$ cat src/design/mips_exec_pkg.sv
`default_nettype none

package mips_exec_pkg;

   ////////////////////////////////////////////////////////////////////
   // Widths
   ////////////////////////////////////////////////////////////////////
   localparam int DATA_W  = 32;                  // Data word
   localparam int REG_W   = 5;                   // Register index
   localparam int OP_W    = 6;                   // Major opcode
   localparam int FN_W    = 6;                   // R-type funct
   localparam int SHAMT_W = 5;                   // Shift amount
   localparam int IMM_W   = 16;                  // I-type immediate

   ////////////////////////////////////////////////////////////////////
   // Opcode and funct codes
   ////////////////////////////////////////////////////////////////////
   localparam logic [OP_W-1:0] OP_RTYPE = 6'b000000;
   localparam logic [OP_W-1:0] OP_ADDI  = 6'b001000;
   localparam logic [OP_W-1:0] OP_ADDIU = 6'b001001;
   localparam logic [OP_W-1:0] OP_SLTI  = 6'b001010;
   localparam logic [OP_W-1:0] OP_ANDI  = 6'b001100;
   localparam logic [OP_W-1:0] OP_ORI   = 6'b001101;
   localparam logic [OP_W-1:0] OP_XORI  = 6'b001110;
   localparam logic [OP_W-1:0] OP_LUI   = 6'b001111;
   localparam logic [OP_W-1:0] OP_LW    = 6'b100011;
   localparam logic [OP_W-1:0] OP_SW    = 6'b101011;

   localparam logic [FN_W-1:0] FN_SLL  = 6'b000000;
   localparam logic [FN_W-1:0] FN_SRL  = 6'b000010;
   localparam logic [FN_W-1:0] FN_SRA  = 6'b000011;
   localparam logic [FN_W-1:0] FN_SLLV = 6'b000100;
   localparam logic [FN_W-1:0] FN_SRLV = 6'b000110;
   localparam logic [FN_W-1:0] FN_SRAV = 6'b000111;
   localparam logic [FN_W-1:0] FN_JR   = 6'b001000;
   localparam logic [FN_W-1:0] FN_ADDU = 6'b100001;
   localparam logic [FN_W-1:0] FN_SUBU = 6'b100011;
   localparam logic [FN_W-1:0] FN_AND  = 6'b100100;
   localparam logic [FN_W-1:0] FN_OR   = 6'b100101;
   localparam logic [FN_W-1:0] FN_XOR  = 6'b100110;
   localparam logic [FN_W-1:0] FN_NOR  = 6'b100111;
   localparam logic [FN_W-1:0] FN_SLT  = 6'b101010;

   // ALU control codes
   typedef enum logic [3:0] {
      ALU_AND   = 4'b0000,
      ALU_OR    = 4'b0001,
      ALU_ADD   = 4'b0010,
      ALU_SUB   = 4'b0110,
      ALU_SLT   = 4'b0111,
      ALU_LUI   = 4'b1000,
      ALU_XOR   = 4'b1001,
      ALU_NOR   = 4'b1010,
      ALU_SLL   = 4'b1011,
      ALU_SRL   = 4'b1100,
      ALU_SRA   = 4'b1101,
      ALU_PASSA = 4'b1110                        // Jump target
   } alu_ctrl_e;

   ////////////////////////////////////////////////////////////////////
   // Instruction word views
   ////////////////////////////////////////////////////////////////////
   typedef struct packed {
      logic [OP_W-1:0]    opcode;
      logic [REG_W-1:0]   rs;
      logic [REG_W-1:0]   rt;
      logic [REG_W-1:0]   rd;
      logic [SHAMT_W-1:0] shamt;
      logic [FN_W-1:0]    funct;
   } r_fields_t;

   typedef struct packed {
      logic [OP_W-1:0]  opcode;
      logic [REG_W-1:0] rs;
      logic [REG_W-1:0] rt;
      logic [IMM_W-1:0] imm;
   } i_fields_t;

   typedef union packed {
      r_fields_t rfmt;
      i_fields_t ifmt;
   } instr_u;

   // Stage records
   typedef struct packed {
      logic               valid;
      alu_ctrl_e          alu_ctrl;
      logic               reg_write;
      logic               src_a_shift;       // A is rt
      logic               shamt_sel;         // Amount from shamt field
      logic               imm_sel;           // B is immediate
      logic [REG_W-1:0]   dest;
      logic [DATA_W-1:0]  rs_val;
      logic [DATA_W-1:0]  rt_val;
      logic [DATA_W-1:0]  imm_ext;
      logic [SHAMT_W-1:0] shamt;
   } id_ex_t;

   typedef struct packed {
      logic              valid;
      logic              reg_write;
      logic [REG_W-1:0]  dest;
      logic [DATA_W-1:0] result;
      logic [DATA_W-1:0] store_data;         // rt value for SW
   } ex_mem_t;

endpackage

`default_nettype wire

$ cat src/design/alu.sv
`timescale 1ns/1ps
`default_nettype none

module alu (
   input  wire mips_exec_pkg::alu_ctrl_e            i_alu_ctrl,
   input  wire logic [mips_exec_pkg::DATA_W-1:0]    i_data_a,
   input  wire logic [mips_exec_pkg::DATA_W-1:0]    i_data_b,
   output logic [mips_exec_pkg::DATA_W-1:0]         o_result
);

   import mips_exec_pkg::*;

   logic [SHAMT_W-1:0] shift_amt;
   logic               less_than;

   assign shift_amt = i_data_b[SHAMT_W-1:0];                // Low 5 bits only
   assign less_than = $signed(i_data_a) < $signed(i_data_b);

   always_comb
   begin
      case (i_alu_ctrl)
         ALU_AND:   o_result = i_data_a & i_data_b;         // AND, ANDI
         ALU_OR:    o_result = i_data_a | i_data_b;         // OR, ORI
         ALU_XOR:   o_result = i_data_a ^ i_data_b;         // XOR, XORI
         ALU_NOR:   o_result = ~(i_data_a | i_data_b);
         ALU_ADD:   o_result = i_data_a + i_data_b;         // ADDU, ADDI, LW, SW
         ALU_SUB:   o_result = i_data_a - i_data_b;
         ALU_SLT:   o_result = {{(DATA_W-1){1'b0}}, less_than};
         ALU_LUI:   o_result = i_data_b << 16;              // Immediate to upper half
         ALU_SLL:   o_result = i_data_a << shift_amt;       // SLL, SLLV
         ALU_SRL:   o_result = i_data_a >> shift_amt;       // SRL, SRLV
         ALU_SRA:   o_result = $unsigned($signed(i_data_a) >>> shift_amt);
         ALU_PASSA: o_result = i_data_a;                    // JR target
         default:   o_result = i_data_a + i_data_b;
      endcase
   end

   // The control code comes straight from the ID/EX register,
   // so an unknown here means the decode stage lost its reset
   always_comb
   begin
      a_ctrl_known: assert final (!$isunknown(i_alu_ctrl));
   end

endmodule

`default_nettype wire

$ cat src/design/alu_control.sv
`timescale 1ns/1ps
`default_nettype none

module alu_control (
   input  wire logic [5:0]             i_opcode,
   input  wire logic [5:0]             i_funct,
   output mips_exec_pkg::alu_ctrl_e    o_alu_ctrl,
   output logic                        o_imm_sel,
   output logic                        o_sign_ext,
   output logic                        o_src_a_shift,
   output logic                        o_shamt_sel,
   output logic                        o_reg_write,
   output logic                        o_illegal
);

   import mips_exec_pkg::*;

   always_comb
   begin
      o_alu_ctrl    = ALU_ADD;                   // Safe default
      o_imm_sel     = 1'b0;
      o_sign_ext    = 1'b1;
      o_src_a_shift = 1'b0;
      o_shamt_sel   = 1'b0;
      o_reg_write   = 1'b0;
      o_illegal     = 1'b0;

      if (i_opcode == OP_RTYPE)
      begin
         o_reg_write = 1'b1;
         case (i_funct)
            FN_SLL:  begin o_alu_ctrl = ALU_SLL; o_src_a_shift = 1'b1; o_shamt_sel = 1'b1; end
            FN_SRL:  begin o_alu_ctrl = ALU_SRL; o_src_a_shift = 1'b1; o_shamt_sel = 1'b1; end
            FN_SRA:  begin o_alu_ctrl = ALU_SRA; o_src_a_shift = 1'b1; o_shamt_sel = 1'b1; end
            FN_SLLV: begin o_alu_ctrl = ALU_SLL; o_src_a_shift = 1'b1; end
            FN_SRLV: begin o_alu_ctrl = ALU_SRL; o_src_a_shift = 1'b1; end
            FN_SRAV: begin o_alu_ctrl = ALU_SRA; o_src_a_shift = 1'b1; end
            FN_JR:   begin o_alu_ctrl = ALU_PASSA; o_reg_write = 1'b0; end
            FN_ADDU: o_alu_ctrl = ALU_ADD;
            FN_SUBU: o_alu_ctrl = ALU_SUB;
            FN_AND:  o_alu_ctrl = ALU_AND;
            FN_OR:   o_alu_ctrl = ALU_OR;
            FN_XOR:  o_alu_ctrl = ALU_XOR;
            FN_NOR:  o_alu_ctrl = ALU_NOR;
            FN_SLT:  o_alu_ctrl = ALU_SLT;
            default: begin o_reg_write = 1'b0; o_illegal = 1'b1; end
         endcase
      end
      else
      begin
         o_imm_sel   = 1'b1;                     // All I-type use the immediate
         o_reg_write = 1'b1;
         case (i_opcode)
            OP_ADDI, OP_ADDIU: o_alu_ctrl = ALU_ADD;   // No overflow trap
            OP_SLTI:           o_alu_ctrl = ALU_SLT;
            OP_ANDI:           begin o_alu_ctrl = ALU_AND; o_sign_ext = 1'b0; end
            OP_ORI:            begin o_alu_ctrl = ALU_OR;  o_sign_ext = 1'b0; end
            OP_XORI:           begin o_alu_ctrl = ALU_XOR; o_sign_ext = 1'b0; end
            OP_LUI:            begin o_alu_ctrl = ALU_LUI; o_sign_ext = 1'b0; end
            OP_LW:             o_alu_ctrl = ALU_ADD;   // Address calc
            OP_SW:             o_reg_write = 1'b0;     // Address calc, no write
            default:
            begin
               o_imm_sel   = 1'b0;
               o_reg_write = 1'b0;
               o_illegal   = 1'b1;
            end
         endcase
      end
   end

endmodule

`default_nettype wire

$ cat src/design/execute_stage.sv
`timescale 1ns/1ps
`default_nettype none

module execute_stage (
   input  wire logic                    i_clock,
   input  wire logic                    i_rst_n,
   input  wire mips_exec_pkg::id_ex_t   i_id_ex,
   output mips_exec_pkg::ex_mem_t       o_ex_mem
);

   import mips_exec_pkg::*;

   logic [DATA_W-1:0] data_a;
   logic [DATA_W-1:0] data_b;
   logic [DATA_W-1:0] alu_result;

   ////////////////////////////////////////////////////////////////////
   // Operand select
   ////////////////////////////////////////////////////////////////////
   assign data_a = i_id_ex.src_a_shift ? i_id_ex.rt_val : i_id_ex.rs_val;

   always_comb
   begin
      if (i_id_ex.src_a_shift && i_id_ex.shamt_sel)
         data_b = {{(DATA_W-SHAMT_W){1'b0}}, i_id_ex.shamt};          // SLL, SRL, SRA
      else if (i_id_ex.src_a_shift)
         data_b = {{(DATA_W-SHAMT_W){1'b0}}, i_id_ex.rs_val[SHAMT_W-1:0]};  // Variable
      else if (i_id_ex.imm_sel)
         data_b = i_id_ex.imm_ext;
      else
         data_b = i_id_ex.rt_val;
   end

   alu u_alu (
      .i_alu_ctrl (i_id_ex.alu_ctrl),
      .i_data_a   (data_a),
      .i_data_b   (data_b),
      .o_result   (alu_result)
   );

   // EX/MEM register
   always_ff @(posedge i_clock or negedge i_rst_n)
   begin
      if (!i_rst_n)
      begin
         o_ex_mem <= '0;
      end
      else
      begin
         o_ex_mem.valid      <= i_id_ex.valid;
         o_ex_mem.reg_write  <= i_id_ex.reg_write;      // Already gated in decode
         o_ex_mem.dest       <= i_id_ex.dest;
         o_ex_mem.result     <= alu_result;
         o_ex_mem.store_data <= i_id_ex.rt_val;         // SW data
      end
   end

   a_shift_amt_range: assert property (
      @(posedge i_clock) disable iff (!i_rst_n)
      (i_id_ex.valid && (i_id_ex.alu_ctrl inside {ALU_SLL, ALU_SRL, ALU_SRA}))
         |-> (data_b < DATA_W)
   );

endmodule

`default_nettype wire

$ cat src/design/instr_decode.sv
`timescale 1ns/1ps
`default_nettype none

module instr_decode (
   input  wire logic                                i_clock,
   input  wire logic                                i_rst_n,
   input  wire logic                                i_valid,
   input  wire mips_exec_pkg::instr_u               i_instr,
   input  wire logic [mips_exec_pkg::DATA_W-1:0]    i_rs_val,
   input  wire logic [mips_exec_pkg::DATA_W-1:0]    i_rt_val,
   output mips_exec_pkg::id_ex_t                    o_id_ex
);

   import mips_exec_pkg::*;

   alu_ctrl_e         alu_ctrl;
   logic              imm_sel;
   logic              sign_ext;
   logic              src_a_shift;
   logic              shamt_sel;
   logic              ctrl_write;
   logic              illegal;
   logic [REG_W-1:0]  dest;
   logic [DATA_W-1:0] imm_ext;
   logic              reg_write;
   id_ex_t            id_ex_next;

   alu_control u_alu_control (
      .i_opcode      (i_instr.rfmt.opcode),
      .i_funct       (i_instr.rfmt.funct),
      .o_alu_ctrl    (alu_ctrl),
      .o_imm_sel     (imm_sel),
      .o_sign_ext    (sign_ext),
      .o_src_a_shift (src_a_shift),
      .o_shamt_sel   (shamt_sel),
      .o_reg_write   (ctrl_write),
      .o_illegal     (illegal)
   );

   ////////////////////////////////////////////////////////////////////
   // Field extraction
   ////////////////////////////////////////////////////////////////////
   assign dest = (i_instr.rfmt.opcode == OP_RTYPE) ? i_instr.rfmt.rd   // rd for R-type
                                                   : i_instr.ifmt.rt;  // rt for I-type

   assign imm_ext = sign_ext ? {{(DATA_W-IMM_W){i_instr.ifmt.imm[IMM_W-1]}}, i_instr.ifmt.imm}
                             : {{(DATA_W-IMM_W){1'b0}}, i_instr.ifmt.imm};

   // $zero is never written
   assign reg_write = i_valid && ctrl_write && (dest != '0);

   always_comb
   begin
      id_ex_next             = '0;
      id_ex_next.valid       = i_valid;
      id_ex_next.alu_ctrl    = alu_ctrl;
      id_ex_next.reg_write   = reg_write;
      id_ex_next.src_a_shift = src_a_shift;
      id_ex_next.shamt_sel   = shamt_sel;
      id_ex_next.imm_sel     = imm_sel;
      id_ex_next.dest        = dest;
      id_ex_next.rs_val      = i_rs_val;
      id_ex_next.rt_val      = i_rt_val;
      id_ex_next.imm_ext     = imm_ext;
      id_ex_next.shamt       = i_instr.rfmt.shamt;
   end

   ////////////////////////////////////////////////////////////////////
   // ID/EX register
   ////////////////////////////////////////////////////////////////////
   always_ff @(posedge i_clock or negedge i_rst_n)
   begin
      if (!i_rst_n)
      begin
         o_id_ex <= '0;
      end
      else
      begin
         o_id_ex <= id_ex_next;
      end
   end

   // Illegal words leave as harmless records
   a_illegal_no_write: assert property (
      @(posedge i_clock) disable iff (!i_rst_n)
      (i_valid && illegal) |=> !o_id_ex.reg_write
   );

endmodule

`default_nettype wire

$ cat src/design/mips_exec_top.sv
`timescale 1ns/1ps
`default_nettype none

module mips_exec_top (
   input  wire logic                                i_clock,
   input  wire logic                                i_rst_n,
   input  wire logic                                i_valid,
   input  wire mips_exec_pkg::instr_u               i_instr,
   input  wire logic [mips_exec_pkg::DATA_W-1:0]    i_rs_val,
   input  wire logic [mips_exec_pkg::DATA_W-1:0]    i_rt_val,
   output mips_exec_pkg::ex_mem_t                   o_ex_mem
);

   import mips_exec_pkg::*;

   id_ex_t id_ex;                                    // Decode to execute

   instr_decode u_instr_decode (
      .i_clock  (i_clock),
      .i_rst_n  (i_rst_n),
      .i_valid  (i_valid),
      .i_instr  (i_instr),
      .i_rs_val (i_rs_val),
      .i_rt_val (i_rt_val),
      .o_id_ex  (id_ex)
   );

   execute_stage u_execute_stage (
      .i_clock  (i_clock),
      .i_rst_n  (i_rst_n),
      .i_id_ex  (id_ex),
      .o_ex_mem (o_ex_mem)
   );

endmodule

`default_nettype wire

$ cat config.mk
export PLATFORM = sky130hd
export DESIGN_NAME = mips_exec_top
export DESIGN_NICKNAME = d
export VERILOG_FILES = /design/src/design/mips_exec_pkg.sv /design/src/design/alu.sv /design/src/design/alu_control.sv /design/src/design/execute_stage.sv /design/src/design/instr_decode.sv /design/src/design/mips_exec_top.sv
export SDC_FILE = /design/constraint.sdc
export NUM_CORES = 1
export LEC_CHECK = 0
export ABC_AREA = 1
export ABC_CLOCK_PERIOD_IN_PS = 3300
export BUFFER_PORTS_ARGS = -buffer_cell sky130_fd_sc_hd__buf_4
export CORE_ASPECT_RATIO = 1.1
export CORE_UTILIZATION = 44
export CTS_CLUSTER_SIZE = 25
export DETAILED_ROUTE_END_ITERATION = 10
export GPL_ROUTABILITY_DRIVEN = 0
export SLEW_MARGIN = 0
export SYNTH_ARGS = -nofsm -noshare
export SYNTH_HDL_FRONTEND = slang
export SYNTH_HIERARCHICAL = 1
export SYNTH_SLANG_ARGS = --single-unit
$ cat constraint.sdc
create_clock -name i_clock -period 3.3 [get_ports i_clock]
set_input_delay 0 -clock i_clock [delete_from_list [all_inputs] [get_ports i_clock]]
set_output_delay 0 -clock i_clock [all_outputs]
set_load 0.02 [all_outputs]
Yosys cells after proc, flatten, opt, wreduce, memory -nomap -nowiden:

Cells that the tools add are included.

* register bits after elaboration: 186
* output and inout bits: 71
* word-level logic and storage cells: 95
* bits of input ports: 99

* multiplexer cells: 21
* equality and inequality tests: 32
* reductions and logical operators: 16
* shifts and indexed selects: 3
* magnitude comparators: 1
* bitwise operators: 4
* add/subtract/negate cells: 2

Operators by type and width (number)
* 32-bit one-hot mux with 11 select lines: 1
* 32-bit 2-to-1 mux: 5
* 6-bit equality test, second input constant: 9
* 6-bit by 4-bit equality test with 1-bit output, second input constant: 8
* 4-bit one-hot mux with 10 select lines: 1
* 32-bit adder: 1
* 32-bit bitwise AND: 1
* 32-bit less-than comparator: 1
* 32-bit NOT: 1
* 32-bit OR: 1
* 32-bit by 5-bit left shift with 32-bit output: 1
* 32-bit by 5-bit >> shifter with 32-bit output: 1
* 32-bit by 5-bit >>> shifter with 32-bit output: 1
* 32-bit subtractor: 1
* 32-bit XOR: 1
* 4-bit equality test, second input constant: 7
* 4-bit one-hot mux with 5 select lines: 1
* 6-bit by 3-bit equality test with 1-bit output, second input constant: 3
* 13-bit OR reduction: 1
* 6-bit by 2-bit equality test with 1-bit output, second input constant: 2
* 6-bit logical NOT: 2
* 1-bit 2-to-1 mux: 11
* 9-bit OR reduction: 1
* 4-bit by 3-bit equality test with 1-bit output, second input constant: 2
* 11 further kinds: 15

Longest topological paths before layout:

* word-level depth: 6
* depth in mapped cells: 24

By module:

Netlist, hierarchy kept.

Modules (own cells, without submodules)
* alu: times used 1, area each 10533.9 um^2, cells an instance 2187, seq. area each 0.0 um^2
* execute_stage: times used 1, area each 2778.9 um^2, cells an instance 313, seq. area each 1776.7 um^2
* instr_decode: times used 1, area each 2728.9 um^2, cells an instance 152, seq. area each 2377.3 um^2
* alu_control: times used 1, area each 426.7 um^2, cells an instance 92, seq. area each 0.0 um^2

Least setup slack after synthesis:

No wires, ideal clock.

* path kind: register to register
* start point: register u_instr_decode/o_id_ex[108] in the netlist's numbering
* end point: register, netlist name u_execute_stage/o_ex_mem[61]
* data required time: 3.175 ns
* period minus slack after synthesis: 2.926 ns
* stages on the path, launching flop included: 25
* slack: 0.374 ns
* data arrival time: 2.800 ns
* path buffers: 6
* library setup time: 0.125 ns
* path through: dfrtp_1 buf_4 buf_6 nand3_1 nand2_1 inv_1 nand2_1 buf_2 inv_2 buf_2 buf_2 ha_1 buf_4 nor2_1 nand2_1 nand2_1 nand2_1 nand2_1 nand2_1 nand3_1 nand2_1 nand2_1 nand2_1 nand3_1 nand3_1

* elaborated cells on any way between the ends: 14
* those cells by class: add/sub: 2; shift: 3; mux: 4; bitwise: 4; reduce/logical: 1

RTL lines
* from (decl): line instr_decode.sv:11 `output mips_exec_pkg::id_ex_t o_id_ex`
* from (signal assigned): line instr_decode.sv:79 `o_id_ex <= id_ex_next;`
* 32-bit 2-to-1 mux or 1-bit logical AND (tied branches): line execute_stage.sv:26, execute_stage.sv:24
* 32-bit 2-to-1 mux *: line execute_stage.sv:24 `if (i_id_ex.src_a_shift && i_id_ex.shamt_sel)`
* named net u_execute_stage.data_b[2]: line execute_stage.sv:14 `logic [DATA_W-1:0] data_b;`
* 32-bit adder (tied with other cells): line alu.sv:26, alu.sv:34
* 32-bit one-hot mux with 11 select lines *: line alu.sv:21 `case (i_alu_ctrl)`
* named net u_execute_stage.alu_result[29]: line execute_stage.sv:15 `logic [DATA_W-1:0] alu_result;`

Mark *: on every way through the listed nets, which the timed path passes. The rest lies on a longest branch.

Final worst setup path:

* start point: register u_instr_decode/o_id_ex[108] in the netlist's numbering
* end point: register, netlist name u_execute_stage/o_ex_mem[60]

* elaborated cells on any way between the ends: 14
* those cells by class: add/sub: 2; shift: 3; mux: 4; bitwise: 4; reduce/logical: 1

RTL lines
* 32-bit 2-to-1 mux *: line execute_stage.sv:20 `assign data_a = i_id_ex.src_a_shift ? i_id_ex.rt_val : i_id_ex.rs_val;`
* named net u_execute_stage.data_a[0]: line execute_stage.sv:13 `logic [DATA_W-1:0] data_a;`
* 32-bit adder (tied with other cells): line alu.sv:26, alu.sv:34
* 32-bit one-hot mux with 11 select lines *: line alu.sv:21
* named net u_execute_stage.alu_result[28]: line execute_stage.sv:15

Marked as above.

==> out/metrics.yaml <==
detail-route-antenna-nets: 0
die_x_um: 186
grt_use_met2_pct: 62.2
core.rowCount: 73
hold_viol_final: 0
wl_per_cell_um: 21.7
path_clk_slew_ps: 70
syn2layout_area_growth_pct: 25.8
nets: 3269
worst_pin_slew_ps: 892
setup_tns_ps: 0
final_cell_mix: "nand2_1, nand3_1, buf_4, inv_1, nor2_1"
clkLatencyLatePin_ps: 480
drc: 0
place_ws_ps: -21.0
die_y_um: 205
cts_tree: "built"
boundaryPins: 170
postSynthAreaPerCell_um2: 6.00
start_kind: "flop"
end_kind: "flop"
cts_buffers: 17
rsz0062_at_grt: "no"
h-tree-depth: 4
routed_via_density: 5.77
clock_path_buffers: 2
grt_start_max_net_pins: 77
netlist_instances: 2742
core-area_um2: 36500
cts.sinks: 166
grtUsageMet1_pct: 48.3
vdd_drop_max_v: 0.000371
slew_headroom_pct: 40.5
critical_path_required_ps: 3640
first_iter_violations: 2957
maxCapViolCount: 0
crit_type: "flop to flop"
max_freq_mhz: 319
status: "completed"
die_area_um2: 38200
worstPathArrival_ps: 3470
cts-root-buf: "clkbuf_16"
grt_pass1_wl_mm: 116
gr-usage-met3_pct: 12.0
yosys_warnings: 6
final_common_cell: "nand2_1"
portBuffers: 164
dp_hpwl_mm: 60.0
setup_ws_ps: 167
setup_viol: 0
antenna_cells: 0
syn_area_um2: 16500
p_per_area_nw_per_um2: 370
grt_pass1_vias: 19337
top_usage_layer: "met2"
firstDrtPassIters: 8
post-cts-setup-buffer-count: 0
finalCritPeriodShare_pct: 94.9
p_total_uw: 7670
grt_antenna_before_repair: 1
grt_util_all_layers_pct: 40.6
synth_nets: 2940
wl_mm: 77.4
crit_fanout: 28
start_util_pct: 45.0
hp-class: "input pin to async pin"
final.min_clock_period_ps: 3130
skew_ps: 29.9
fin_util_pct: 56.7
drive_gt1_share_pct: 14.3
finalMaxSlewViolations: 0
via_count: 20584
leakage_uw: 0.0110
overflow: 0
[worst max-delay path, cell delays in order, from the launching register on]
cell and delay (ps):
dfrtp_1 370, inv_2 80, buf_12 160, o21ai_0 240
buf_4 230, inv_1 100, ha_1 250, fa_1 460
inv_1 100, nand2_1 70, nand2_1 80, nand3_1 80
nand2_1 160, nand2_1 80, nand2_1 150, nand2_1 110
nand3_1 80, nand2_1 50, nand3_1 70, nand3_1 70
[layer usage]
metal	vias up	part of all wire (%)
li1	9472	-
met1	9329	37
met2	1472	42
met3	311	13
met4	0	8.1
met5	-	0
[timing repair]
action                                  4_1_cts  5_1_grt
resized for setup                             1       21
hold endpoints to repair                    169        0
endpoints found under the setup margin        1       24
hold buffers                                105        0
[registers in the layout, indices dropped and copies added (netlist names)]
name and cells:
u_instr_decode/o_id_ex 95, u_execute_stage/o_ex_mem 71
[per-stage QoR]
stage	std cells	hold WS (ps)	cell area [um2]
after floorplan	2742	-296	16500
after global placement	3434	70.1	19000
after detailed placement	3434	80.7	19000
after CTS	3570	150	20600
after global routing	3570	171	20700
final	3570	163	20700
[worst paths after layout]
check | start | endpoint | slack, ps | cells past startpoint
min in group i_clock | i_rt_val[13] | u_instr_decode/o_id_ex[50]$_DFF_PN0_ | 190 | 2
hold / removal | i_rst_n | u_execute_stage/o_ex_mem[63]$_DFF_PN0_ | 160 | 2
setup / recovery | u_instr_decode/o_id_ex[108]$_DFF_PN0_ | u_execute_stage/o_ex_mem[60]$_DFF_PN0_ | 170 | 19
setup reg to reg | u_instr_decode/o_id_ex[108]$_DFF_PN0_ | u_execute_stage/o_ex_mem[60]$_DFF_PN0_ | 170 | 19
max in group asynchronous | i_rst_n | u_instr_decode/o_id_ex[102]$_DFF_PN0_ | 2020 | 3
hold reg to reg | u_instr_decode/o_id_ex[103]$_DFF_PN0_ | u_execute_stage/o_ex_mem[66]$_DFF_PN0_ | 350 | 0
[power by group]
part           internal [uW]  switching [uW]
clock                   1050             923
combinational           1190            2190
sequential              2210             103
total                   4450            3220
[layout make-up]
class                           count  area, um2
Sequential cell                   166       4150
Multi-Input combinational cell   2108      10400
Inverter                          326       1230
Timing Repair Buffer              452       3770
Tap cell                          487        609
Clock buffer                       23        488
Fill cell                        3630      15800
Clock inverter                      8       65.1
Note: power is estimated with default switching activity, not from simulation.
